**src/fe_defines.svh**
```systemverilog
`ifndef FE_DEFINES_SVH
`define FE_DEFINES_SVH

// byte address width of fetch PCs and instruction memory addresses
`define FE_ADDR_W 32

// one instruction word
`define FE_INSTR_W 32

// AXI4-Lite register port
`define FE_AXI_ADDR_W 8
`define FE_AXI_DATA_W 32

// checker event counters
`define FE_CNT_W 32

`endif

```
**src/instr_pkg.sv**
```systemverilog
package instr_pkg;

    // coarse instruction class, taken from the major opcode field
    typedef enum logic [2:0] {
        OP_ALU,
        OP_LOAD,
        OP_STORE,
        OP_BRANCH,
        OP_JUMP,
        OP_SYSTEM,
        OP_OTHER
    } t_opcode;

    localparam logic [6:0] MAJ_OP_IMM = 7'h13;  // alu with immediate
    localparam logic [6:0] MAJ_OP     = 7'h33;  // alu register-register
    localparam logic [6:0] MAJ_LOAD   = 7'h03;
    localparam logic [6:0] MAJ_STORE  = 7'h23;
    localparam logic [6:0] MAJ_BRANCH = 7'h63;
    localparam logic [6:0] MAJ_JAL    = 7'h6F;
    localparam logic [6:0] MAJ_JALR   = 7'h67;
    localparam logic [6:0] MAJ_SYSTEM = 7'h73;

endpackage

```
**src/fe_ctl_pkg.sv**
```systemverilog
`include "fe_defines.svh"

package fe_ctl_pkg;

    // fetch stream checker states
    typedef enum logic [1:0] {
        CHK_IDLE,          // no sequence base yet
        CHK_SEQ,           // expecting previous pc + 4
        CHK_PDG_REDIRECT   // waiting for first accept at redirect target
    } t_chk_state;

    // register offsets on the AXI4-Lite port
    typedef enum logic [`FE_AXI_ADDR_W-1:0] {
        CSR_CTRL         = 8'h00,  // bit 0 enable
        CSR_BOOT_PC      = 8'h04,
        CSR_FETCH_CNT    = 8'h08,  // read only
        CSR_MISMATCH_CNT = 8'h0C,  // read only
        CSR_EXP_PC       = 8'h10   // read only
    } t_csr_addr;

endpackage

```
**src/fe_csr.sv**
```systemverilog
`timescale 1ns/100ps
`include "fe_defines.svh"

module fe_csr (
    input  logic                         clk,
    input  logic                         reset,
    input  logic [`FE_AXI_ADDR_W-1:0]    awaddr,
    input  logic                         awvalid,
    output logic                         awready,
    input  logic [`FE_AXI_DATA_W-1:0]    wdata,
    input  logic [`FE_AXI_DATA_W/8-1:0]  wstrb,
    input  logic                         wvalid,
    output logic                         wready,
    output logic [1:0]                   bresp,
    output logic                         bvalid,
    input  logic                         bready,
    input  logic [`FE_AXI_ADDR_W-1:0]    araddr,
    input  logic                         arvalid,
    output logic                         arready,
    output logic [`FE_AXI_DATA_W-1:0]    rdata,
    output logic [1:0]                   rresp,
    output logic                         rvalid,
    input  logic                         rready,
    input  logic [`FE_CNT_W-1:0]         fetch_cnt,
    input  logic [`FE_CNT_W-1:0]         mismatch_cnt,
    input  logic [`FE_ADDR_W-1:0]        exp_pc,
    output logic                         fetch_en,
    output logic [`FE_ADDR_W-1:0]        boot_pc
);
    logic                      wr_rdy;
    logic                      wr_go;
    logic                      rd_go;
    logic [`FE_AXI_DATA_W-1:0] rd_mux;

    assign awready = wr_rdy;  // address and data taken together
    assign wready  = wr_rdy;
    assign wr_go   = wr_rdy & awvalid & wvalid;
    assign rd_go   = arready & arvalid;
    assign bresp   = 2'b00;   // always OKAY
    assign rresp   = 2'b00;

    always_comb begin
        case (fe_ctl_pkg::t_csr_addr'(araddr))
            fe_ctl_pkg::CSR_CTRL:         rd_mux = {{(`FE_AXI_DATA_W-1){1'b0}}, fetch_en};
            fe_ctl_pkg::CSR_BOOT_PC:      rd_mux = boot_pc;
            fe_ctl_pkg::CSR_FETCH_CNT:    rd_mux = fetch_cnt;
            fe_ctl_pkg::CSR_MISMATCH_CNT: rd_mux = mismatch_cnt;
            fe_ctl_pkg::CSR_EXP_PC:       rd_mux = exp_pc;
            default:                      rd_mux = '0;  // unmapped reads zero
        endcase
    end

    always_ff @(posedge clk) begin
        if (reset) begin
            wr_rdy   <= 1'b0;
            bvalid   <= 1'b0;
            arready  <= 1'b0;
            rvalid   <= 1'b0;
            fetch_en <= 1'b0;
            boot_pc  <= '0;
        end else begin
            wr_rdy  <= awvalid & wvalid & ~wr_rdy & ~bvalid;  // single cycle pulse
            arready <= arvalid & ~arready & ~rvalid;

            if (wr_go) begin
                bvalid <= 1'b1;
            end else if (bready) begin
                bvalid <= 1'b0;  // response held until taken
            end

            if (rd_go) begin
                rvalid <= 1'b1;
            end else if (rready) begin
                rvalid <= 1'b0;
            end

            if (wr_go) begin
                case (fe_ctl_pkg::t_csr_addr'(awaddr))
                    fe_ctl_pkg::CSR_CTRL: begin
                        if (wstrb[0]) fetch_en <= wdata[0];
                    end
                    fe_ctl_pkg::CSR_BOOT_PC: begin
                        for (int b = 0; b < `FE_AXI_DATA_W/8; b++) begin
                            if (wstrb[b]) boot_pc[b*8 +: 8] <= wdata[b*8 +: 8];
                        end
                    end
                    default: ;  // read-only or unmapped, write ignored
                endcase
            end
        end
    end

    always_ff @(posedge clk) begin
        if (rd_go) rdata <= rd_mux;  // sampled at address handshake
    end

endmodule

```
**src/fetch_pc_gen.sv**
```systemverilog
`timescale 1ns/100ps
`include "fe_defines.svh"

module fetch_pc_gen (
    input  logic                    clk,
    input  logic                    reset,
    input  logic                    fetch_en,
    input  logic [`FE_ADDR_W-1:0]   boot_pc,
    input  logic [`FE_INSTR_W-1:0]  imem_rdata,
    input  logic                    decode_ready,
    input  logic                    br_mispred_valid,
    input  logic [`FE_ADDR_W-1:0]   br_restore_pc,
    input  logic                    nuke_valid,
    input  logic [`FE_ADDR_W-1:0]   nuke_pc,
    output logic                    imem_req,
    output logic [`FE_ADDR_W-1:0]   imem_addr,
    output logic                    instr_valid,
    output logic [`FE_ADDR_W-1:0]   instr_pc,
    output logic [`FE_INSTR_W-1:0]  instr_raw,
    output instr_pkg::t_opcode      instr_op
);
    logic                    active_q;
    logic                    start;
    logic                    redirect;
    logic [`FE_ADDR_W-1:0]   redirect_pc;
    logic [`FE_ADDR_W-1:0]   fetch_pc;
    logic                    valid_fe1;
    logic                    fresh_fe1;   // memory data arrives this cycle
    logic [`FE_ADDR_W-1:0]   pc_fe1;
    logic [`FE_INSTR_W-1:0]  raw_fe1;

    assign start       = fetch_en & ~active_q;
    assign redirect    = br_mispred_valid | nuke_valid;
    assign redirect_pc = nuke_valid ? nuke_pc : br_restore_pc;  // nuke wins

    // request when fe1 is empty or being drained this cycle
    assign imem_req  = active_q & fetch_en & ~redirect & (~valid_fe1 | decode_ready);
    assign imem_addr = fetch_pc;

    assign instr_valid = valid_fe1 & ~redirect;  // redirect discards fe1
    assign instr_pc    = pc_fe1;
    assign instr_raw   = fresh_fe1 ? imem_rdata : raw_fe1;

    always_comb begin
        case (instr_raw[6:0])
            instr_pkg::MAJ_OP_IMM,
            instr_pkg::MAJ_OP:     instr_op = instr_pkg::OP_ALU;
            instr_pkg::MAJ_LOAD:   instr_op = instr_pkg::OP_LOAD;
            instr_pkg::MAJ_STORE:  instr_op = instr_pkg::OP_STORE;
            instr_pkg::MAJ_BRANCH: instr_op = instr_pkg::OP_BRANCH;
            instr_pkg::MAJ_JAL,
            instr_pkg::MAJ_JALR:   instr_op = instr_pkg::OP_JUMP;
            instr_pkg::MAJ_SYSTEM: instr_op = instr_pkg::OP_SYSTEM;
            default:               instr_op = instr_pkg::OP_OTHER;
        endcase
    end

    always_ff @(posedge clk) begin
        if (reset) begin
            active_q  <= 1'b0;
            fresh_fe1 <= 1'b0;
            valid_fe1 <= 1'b0;
            fetch_pc  <= '0;
        end else begin
            active_q  <= fetch_en;
            fresh_fe1 <= imem_req;  // dropped requests never reach fe1

            if (!fetch_en || redirect) begin
                valid_fe1 <= 1'b0;
            end else if (imem_req) begin
                valid_fe1 <= 1'b1;
            end else if (decode_ready) begin
                valid_fe1 <= 1'b0;
            end

            if (start) begin
                fetch_pc <= boot_pc;
            end else if (redirect) begin
                fetch_pc <= redirect_pc;
            end else if (imem_req) begin
                fetch_pc <= fetch_pc + `FE_ADDR_W'(4);
            end
        end
    end

    always_ff @(posedge clk) begin
        if (imem_req) pc_fe1 <= fetch_pc;
        if (fresh_fe1) raw_fe1 <= imem_rdata;  // keep word across a stall
    end

endmodule

```
**src/fetch_chk.sv**
```systemverilog
`timescale 1ns/100ps
`include "fe_defines.svh"

module fetch_chk (
    input  logic                   clk,
    input  logic                   reset,
    input  logic                   fetch_en,
    input  logic                   instr_valid,
    input  logic [`FE_ADDR_W-1:0]  instr_pc,
    input  logic                   decode_ready,
    input  logic                   br_mispred_valid,
    input  logic [`FE_ADDR_W-1:0]  br_restore_pc,
    input  logic                   nuke_valid,
    input  logic [`FE_ADDR_W-1:0]  nuke_pc,
    input  logic [`FE_ADDR_W-1:0]  boot_pc,
    output logic [`FE_CNT_W-1:0]   fetch_cnt,
    output logic [`FE_CNT_W-1:0]   mismatch_cnt,
    output logic [`FE_ADDR_W-1:0]  exp_pc
);
    fe_ctl_pkg::t_chk_state  state;
    logic                    redirect;
    logic [`FE_ADDR_W-1:0]   redirect_pc;
    logic                    accept;
    logic [`FE_ADDR_W-1:0]   seq_pc;

    assign redirect    = br_mispred_valid | nuke_valid;
    assign redirect_pc = nuke_valid ? nuke_pc : br_restore_pc;
    assign accept      = instr_valid & decode_ready & ~redirect;
    assign seq_pc      = instr_pc + `FE_ADDR_W'(4);

    always_ff @(posedge clk) begin
        if (reset) begin
            state        <= fe_ctl_pkg::CHK_IDLE;
            exp_pc       <= '0;
            fetch_cnt    <= '0;
            mismatch_cnt <= '0;
        end else begin
            if (accept) fetch_cnt <= fetch_cnt + 1'b1;

            // first accept after idle only sets the base
            if (accept && state != fe_ctl_pkg::CHK_IDLE && instr_pc != exp_pc) begin
                mismatch_cnt <= mismatch_cnt + 1'b1;
            end

            if (!fetch_en) begin
                state <= fe_ctl_pkg::CHK_IDLE;
                if (accept) exp_pc <= seq_pc;  // last word drained while disabling
            end else if (redirect) begin
                state  <= fe_ctl_pkg::CHK_PDG_REDIRECT;
                exp_pc <= redirect_pc;
            end else begin
                case (state)
                    fe_ctl_pkg::CHK_IDLE: begin
                        if (accept) begin
                            state  <= fe_ctl_pkg::CHK_SEQ;
                            exp_pc <= seq_pc;
                        end else begin
                            exp_pc <= boot_pc;  // base until the first accept
                        end
                    end
                    fe_ctl_pkg::CHK_SEQ,
                    fe_ctl_pkg::CHK_PDG_REDIRECT: begin
                        if (accept) begin
                            state  <= fe_ctl_pkg::CHK_SEQ;
                            exp_pc <= seq_pc;
                        end
                    end
                    default: state <= fe_ctl_pkg::CHK_IDLE;
                endcase
            end
        end
    end

endmodule

```
**src/fetch_top.sv**
```systemverilog
`timescale 1ns/100ps
`include "fe_defines.svh"

module fetch_top (
    input  logic                         clk,
    input  logic                         reset,
    input  logic [`FE_AXI_ADDR_W-1:0]    awaddr,
    input  logic                         awvalid,
    output logic                         awready,
    input  logic [`FE_AXI_DATA_W-1:0]    wdata,
    input  logic [`FE_AXI_DATA_W/8-1:0]  wstrb,
    input  logic                         wvalid,
    output logic                         wready,
    output logic [1:0]                   bresp,
    output logic                         bvalid,
    input  logic                         bready,
    input  logic [`FE_AXI_ADDR_W-1:0]    araddr,
    input  logic                         arvalid,
    output logic                         arready,
    output logic [`FE_AXI_DATA_W-1:0]    rdata,
    output logic [1:0]                   rresp,
    output logic                         rvalid,
    input  logic                         rready,
    output logic                         imem_req,
    output logic [`FE_ADDR_W-1:0]        imem_addr,
    input  logic [`FE_INSTR_W-1:0]       imem_rdata,
    output logic                         instr_valid,
    output logic [`FE_ADDR_W-1:0]        instr_pc,
    output logic [`FE_INSTR_W-1:0]       instr_raw,
    output instr_pkg::t_opcode           instr_op,
    input  logic                         decode_ready,
    input  logic                         br_mispred_valid,
    input  logic [`FE_ADDR_W-1:0]        br_restore_pc,
    input  logic                         nuke_valid,
    input  logic [`FE_ADDR_W-1:0]        nuke_pc
);
    logic                    fetch_en;
    logic [`FE_ADDR_W-1:0]   boot_pc;
    logic [`FE_CNT_W-1:0]    fetch_cnt;
    logic [`FE_CNT_W-1:0]    mismatch_cnt;
    logic [`FE_ADDR_W-1:0]   exp_pc;

    fe_csr u_csr (
        .clk, .reset,
        .awaddr, .awvalid, .awready, .wdata, .wstrb, .wvalid, .wready,
        .bresp, .bvalid, .bready,
        .araddr, .arvalid, .arready, .rdata, .rresp, .rvalid, .rready,
        .fetch_cnt, .mismatch_cnt, .exp_pc,
        .fetch_en, .boot_pc
    );

    fetch_pc_gen u_pc_gen (
        .clk, .reset, .fetch_en, .boot_pc,
        .imem_req, .imem_addr, .imem_rdata,
        .instr_valid, .instr_pc, .instr_raw, .instr_op, .decode_ready,
        .br_mispred_valid, .br_restore_pc, .nuke_valid, .nuke_pc
    );

    fetch_chk u_chk (
        .clk, .reset, .fetch_en,
        .instr_valid, .instr_pc, .decode_ready,
        .br_mispred_valid, .br_restore_pc, .nuke_valid, .nuke_pc, .boot_pc,
        .fetch_cnt, .mismatch_cnt, .exp_pc
    );

endmodule

```
**config.mk**
```make
export PLATFORM = sky130hd
export DESIGN_NAME = fetch_top
export DESIGN_NICKNAME = d
export VERILOG_FILES = /design/src/instr_pkg.sv /design/src/fe_ctl_pkg.sv /design/src/fe_csr.sv /design/src/fetch_pc_gen.sv /design/src/fetch_chk.sv /design/src/fetch_top.sv
export VERILOG_INCLUDE_DIRS = /design/src /design/src/src
export SDC_FILE = /design/constraint.sdc
export NUM_CORES = 1
export LEC_CHECK = 0
export BUFFER_PORTS_ARGS = -buffer_cell sky130_fd_sc_hd__buf_4
export CAP_MARGIN = 20
export CORE_ASPECT_RATIO = 1.75
export CORE_UTILIZATION = 50
export CTS_CLUSTER_DIAMETER = 80
export DETAILED_ROUTE_END_ITERATION = 10
export GPL_ROUTABILITY_DRIVEN = 0
export PLACE_DENSITY_LB_ADDON = 0.1
export SYNTH_ARGS = -nofsm -noshare
export SYNTH_HDL_FRONTEND = slang
export SYNTH_SLANG_ARGS = --single-unit
```
**constraint.sdc**
```tcl
create_clock -name clk -period 7.4 [get_ports clk]
set_input_delay 0.37 -clock clk [delete_from_list [all_inputs] [get_ports clk]]
set_output_delay 0.37 -clock clk [all_outputs]
set_load 0.05 [all_outputs]
```
# After elaboration in Yosys (flattened, before gate mapping)

Index checks and enable logic that the tools add are counted.

Flip-flop bits (word level): 266
Output and inout bits: 142

$add $sub $neg: 4
Eq/ne operators: 18
Mux-type cells: 21
Bitwise logic cells: 26
Reductions and logical operators: 24

Operator list:

| kind                                                                     | number |
|---|---|
| 32-bit 2-to-1 mux                                                        | 9 |
| 32-bit one-hot mux with 5 select lines                                   | 1 |
| 32-bit by 1-bit adder with 32-bit output (second input constant)         | 2 |
| 32-bit by 3-bit adder with 32-bit output (second input constant)         | 2 |
| 32-bit one-hot mux with 2 select lines                                   | 1 |
| 32-bit inequality test                                                   | 1 |
| 7-bit == test (second input constant)                                    | 4 |
| 3-bit one-hot mux with 6 select lines                                    | 1 |
| 8-bit by 3-bit == test with 1-bit output (second input constant)         | 2 |
| 8-bit by 4-bit == test with 1-bit output (second input constant)         | 2 |
| 8-bit logical NOT                                                        | 2 |
| 1-bit AND                                                                | 15 |
| 3-bit AND reduction                                                      | 5 |
| 7-bit by 6-bit == test with 1-bit output (second input constant)         | 2 |
| 2-bit OR reduction                                                       | 5 |
| 1-bit inverter                                                           | 9 |
| 8-bit by 5-bit == test with 1-bit output (second input constant)         | 1 |
| 2-bit nonzero test                                                       | 4 |
| 7-bit by 2-bit == test with 1-bit output (second input constant)         | 1 |
| 7-bit by 5-bit == test with 1-bit output (second input constant)         | 1 |
| 1-bit 2-to-1 mux                                                         | 6 |
| 2-bit 2-to-1 mux                                                         | 3 |
| 4-bit by 1-bit inequality test with 1-bit output (second input constant) | 1 |
| 4-bit OR reduction                                                       | 1 |
| 10 further kinds                                                         | 12 |

# Depth between registers and ports, before layout

Depth in word-level cells: 9
Mapped depth: 9
Gate-level depth less buffers: 8

# Cells and area by module

Synthesis repeated with hierarchy kept, for this count alone.

Cell total of the unflattened synthesis: 1595
Area, all modules: 14345.0 µm²

Modules (own cells, without submodules):

| module       | instances | cells each | area each (µm²) | seq. area each (µm²) |
|---|---|---|---|---|
| fetch_chk    | 1         | 815        | 6264.8          | 1961.9 |
| fetch_pc_gen | 1         | 489        | 4792.1          | 2302.2 |
| fe_csr       | 1         | 291        | 3288.2          | 1701.6 |

# Worst setup path after synthesis

OpenSTA, ideal clock, no wires.

Path type: input to register
Start point: in br_mispred_valid
End point: reg u_pc_gen.fetch_pc[19], in the netlist u_pc_gen.imem_addr[19]
Data arrival time: 3.318 ns
Data required time: 7.269 ns
Slack: 3.952 ns
Cell stages on the path: 6
Path buffers: 1
Cell sequence: or3b_1 -> buf_2 -> nor2_1 -> nand3_1 -> nand4_1 -> o31ai_1

Word-level cells in the longest chain between the ends: 5
Elaborated cells on any way between the ends: 7
Classes of those cells: mux (2); bitwise (4); reduce/logical (1)

RTL lines:

| element                             | line               | text |
|---|---|---|
| from (decl)                         | fetch_top.sv:32    | `input logic br_mispred_valid,` |
| 1-bit bitwise OR                    | fetch_pc_gen.sv:33 | `assign redirect = br_mispred_valid \| nuke_valid;` |
| 1-bit inverter                      | fetch_pc_gen.sv:37 | `assign imem_req = active_q & fetch_en & ~redirect & (~valid_fe1 \| decode_ready);` |
| 1-bit AND (2 in a row)              | fetch_pc_gen.sv:37 |  |
| via imem_req                        | fetch_top.sv:24    | `output logic imem_req,` |
| 3-bit nonzero test (no source line) | n/a                |  |
| to (signal assigned)                | fetch_pc_gen.sv:77 | `fetch_pc <= boot_pc;` |
| to (signal assigned)                | fetch_pc_gen.sv:79 | `fetch_pc <= redirect_pc;` |
| to (signal assigned)                | fetch_pc_gen.sv:81 | `` fetch_pc <= fetch_pc + `FE_ADDR_W'(4); `` |
| to (decl)                           | fetch_pc_gen.sv:26 | `` logic [`FE_ADDR_W-1:0] fetch_pc; `` |

The timed path passes the listed nets, and every way through them passes these cells.
A chain may end at the register's enable or synchronous reset.

# Final worst setup path

Start point: reg u_csr.fetch_en
End point: reg u_chk.exp_pc[24]

Word-level cells in the longest chain between the ends: 1
Elaborated cells on any way between the ends: 2
Classes of those cells: eq/ne (1); mux (1)

RTL lines:

| element                                                                                                       | line            | text |
|---|---|---|
| from (decl)                                                                                                   | fe_csr.sv:27    | `output logic fetch_en,` |
| from (signal assigned)                                                                                        | fe_csr.sv:80    | `if (wstrb[0]) fetch_en <= wdata[0];` |
| 4-bit by 1-bit inequality test with 1-bit output (no source line) / 32-bit 2-to-1 mux (equally long branches) | n/a             |  |
| to (signal assigned)                                                                                          | fetch_chk.sv:47 | `if (accept) exp_pc <= seq_pc;` |
| to (signal assigned)                                                                                          | fetch_chk.sv:50 | `exp_pc <= redirect_pc;` |
| to (signal assigned)                                                                                          | fetch_chk.sv:56 | `exp_pc <= seq_pc;` |
| to (decl)                                                                                                     | fetch_chk.sv:18 | `` output logic [`FE_ADDR_W-1:0] exp_pc `` |

Parallel ways exist; a longest one is shown, timed or not.

==> metrics.yaml <==
final_net_count: 1931
drv_slew: 0
drv_cap: 0
cp_max_fo: 47
rrSetupSlack_ns: 4.11
cellPowerDensity_nw_per_um2: 191
leakage_nw: 6.64
path_clk_slew_ns: 0.06
num_rows: 80
rsz0062_at_grt: "no"
cp-endpoint: "u_chk.exp_pc[24]"
synthMuxAreaShare_pct: 7.38
rr_endpoint: "u_chk.exp_pc[24]"
dieArea_sq_um: 28500
critPathRequiredTime_ns: 7.84
grt_max_degree: 87
crit_cells: 7
status: "completed"
seq_area_frac_synth_pct: 43.0
stdcell_count: 2156
vias_per_cell: 6.14
ant_nets: 0
ios: 300
critPathMaxStageDelay_ns: 0.82
grt_pass1_vias: 12701
fmax_ghz: 0.304
drive_gt1_share_pct: 24.1
fin_ws_ns: 4.11
antenna_found_initial: 0
clk_latency_ns: 0.55
drc: 0
dp_hpwl_um: 34000
grt_pass1_wl_um: 70500
postCtsSetupRepairBufs: 0
yosysTopAreaCellShare_pct: 29.1
cp-end-kind: "flop"
crit_path_start: "u_csr.fetch_en"
dr_total_vias: 13243
io_buffers: 295
drtIter0Drc: 1169
timing_worst_setup_path_type: "flop to flop"
min_path_type: "input pin to flop"
wirelength_um: 46100
synthesis.area_sq_um: 13900
setup_violations: 0
maxSlewHeadroom_pct: 29.1
yosys.area.top_type: "dfxtp_1"
final_cell_mix: "311 x buf_4, 202 x dfxtp_1, 123 x nor2_1"
start_kind: "flop"
die_x_um: 128
cp_num_buf_inv: 1
avgSynthCellArea_sq_um: 9.10
diodes: 0
cpMaxStageDelayCell: "nor3_4"
synth_cell_types: 83
cts_max_level: 1
synth_fa_ha_area_share_pct: 0.541
drtPass1Iterations: 6
synth_xor_area_share_pct: 7.38
synth_top_family_by_area: "compound AO/OA/AOI/OAI gates"
hold_buffers: 0
dp_cells: 2108
area_delta_synth_final_pct: 24.1
reg2reg_from: "u_csr.fetch_en"
cts_resized: 0
synth-compound-area-share_pct: 19.3
synth_area_leaders: "dfxtp_1 29%, edfxtp_1 14%, a21oi_1 4.2%"
place_ws_ns: 4.21
coreArea_sq_um: 27200
clock_sinks: 266
period_needed_ns: 3.29
yosysWarnings: 0
start_util_pct: 51.0
synth_edf_count: 64
timing.final.crit_share_pct: 44.4
routedWlPerCell_um: 21.4
synth_ff_type: "dfxtp_1"
ys_ff_latch: 266
yosys.area_share.simple_pct: 18.3
layout_commonest_cell: "buf_4"
hold_violations: 0
clock-skew-final_ns: 0.0174
irDropWorstVdd_uv: 190
fp.dieH_um: 222
worstPathArrival_ns: 3.72
ctsLongestPathBuffers: 3
cts_tree: "done"
setup_tns_ns: 0
postSynthCellCount: 1525
grt_usage_pct: 31.9
critPathTopFamily: "simple AND/OR/NAND/NOR gates"
root_buffer: "clkbuf_16"
synthArstFlopShare_pct: 0
cts_made_buffers: 26
overflow: 0
worst_pin_slew_ns: 1.06
worstRegToRegCells: 7
path_cells: "buf_4, or3b_1, nor3_4, nor2_1, o21ai_0, a22oi_1, a31o_2"
-- how the worst min path moves through the flow --
stage	start	end	slack [ns]	cells past startpoint
after CTS	wdata[7]	u_csr.boot_pc[7]	0.05	3
after floorplan	u_chk.mismatch_cnt[31]	u_chk.mismatch_cnt[31]	0.45	2
final	wdata[7]	u_csr.boot_pc[7]	0.06	3
after global routing	wdata[6]	u_csr.boot_pc[6]	0.07	3
after global placement	u_csr.arready	u_csr.arready	0.44	1
after detailed placement	u_csr.arready	u_csr.arready	0.44	1
-- synthesized netlist by cell type (all sizes together) (42+ instances only) --
| master | n |
|---|---|
| dfxtp | 202 |
| a22oi | 42 |
| mux2i | 54 |
| clkbuf | 66 |
| nand2 | 122 |
| xnor2 | 57 |
| nor2 | 126 |
| edfxtp | 64 |
| a21oi | 116 |
| xor2 | 60 |
| o21ai | 92 |
| mux2 | 43 |
| nand3 | 71 |
-- final cells by class --
cell class	count	area, sq um
clock buffers	37	764
clock inverters	11	183
fillers	2442	10000
inverters	36	135
multi-input cells	1126	7380
flip-flops and latches	266	5970
well taps	369	462
repair buffers	311	2330
-- kinds of logic (layout without fill, tap and decap cells) --
logic type	count (synthesis)	count (layout)
AO/OA/AOI/OAI	407	407
XOR/XNOR	117	117
adder cells (fa/ha/maj)	6	6
buffers and inverters	136	395
flip-flops	266	266
multiplexers	97	97
other	1	4
AND/OR/NAND/NOR	495	495
-- worst reg2reg max path, cell delays in order (launching register included) --
cell and delay (ns):
dfxtp_1 0.30, buf_4 0.43, or3b_1 0.66, nor3_4 0.82, nor2_1 0.36, o21ai_0 0.26
a22oi_1 0.11, a31o_2 0.24
-- sequential cells by signal, indices dropped and copies added (netlist names) --
register,cells
u_chk.exp_pc,32
u_chk.fetch_cnt,32
u_chk.mismatch_cnt,32
u_chk.state,2
u_csr.arready,1
u_csr.awready,1
u_csr.boot_pc,32
u_csr.bvalid,1
u_csr.fetch_en,1
u_csr.rdata,32
u_csr.rvalid,1
u_pc_gen.active_q,1
u_pc_gen.fresh_fe1,1
u_pc_gen.imem_addr,32
u_pc_gen.instr_pc,32
u_pc_gen.raw_fe1,32
u_pc_gen.valid_fe1,1
-- routing by layer --
metal,part of all wire [%],vias to the layer above,GRT usage (%)
met4,5.6,0,18.8
met1,38,6280,37.5
li1,-,6137,-
met2,50,687,54.7
met5,0,-,0
met3,7.3,139,4.24
-- per-stage QoR --
stage / util (%) / hold slack, ns / power, mW / instance area [sq um]
final: 63.3 / 0.0606 / 3.29 / 17200
after global routing: 63.3 / 0.0683 / 3.38 / 17200
after CTS: 63.3 / 0.0479 / 3.31 / 17200
after detailed placement: 59.8 / 0.440 / 1.85 / 16300
after global placement: 59.8 / 0.435 / 1.85 / 16300
after floorplan: - / 0.451 / 1.72 / 13900
-- power breakdown --
group          internal [mW]  leakage, nW  total, mW  switching, mW
logic                  0.118         3.95      0.291          0.174
registers               1.50         2.22       1.53         0.0270
clock network          0.894        0.464       1.47          0.577
total                   2.52         6.64       3.29          0.778
Power figures use the tool's default switching activity.
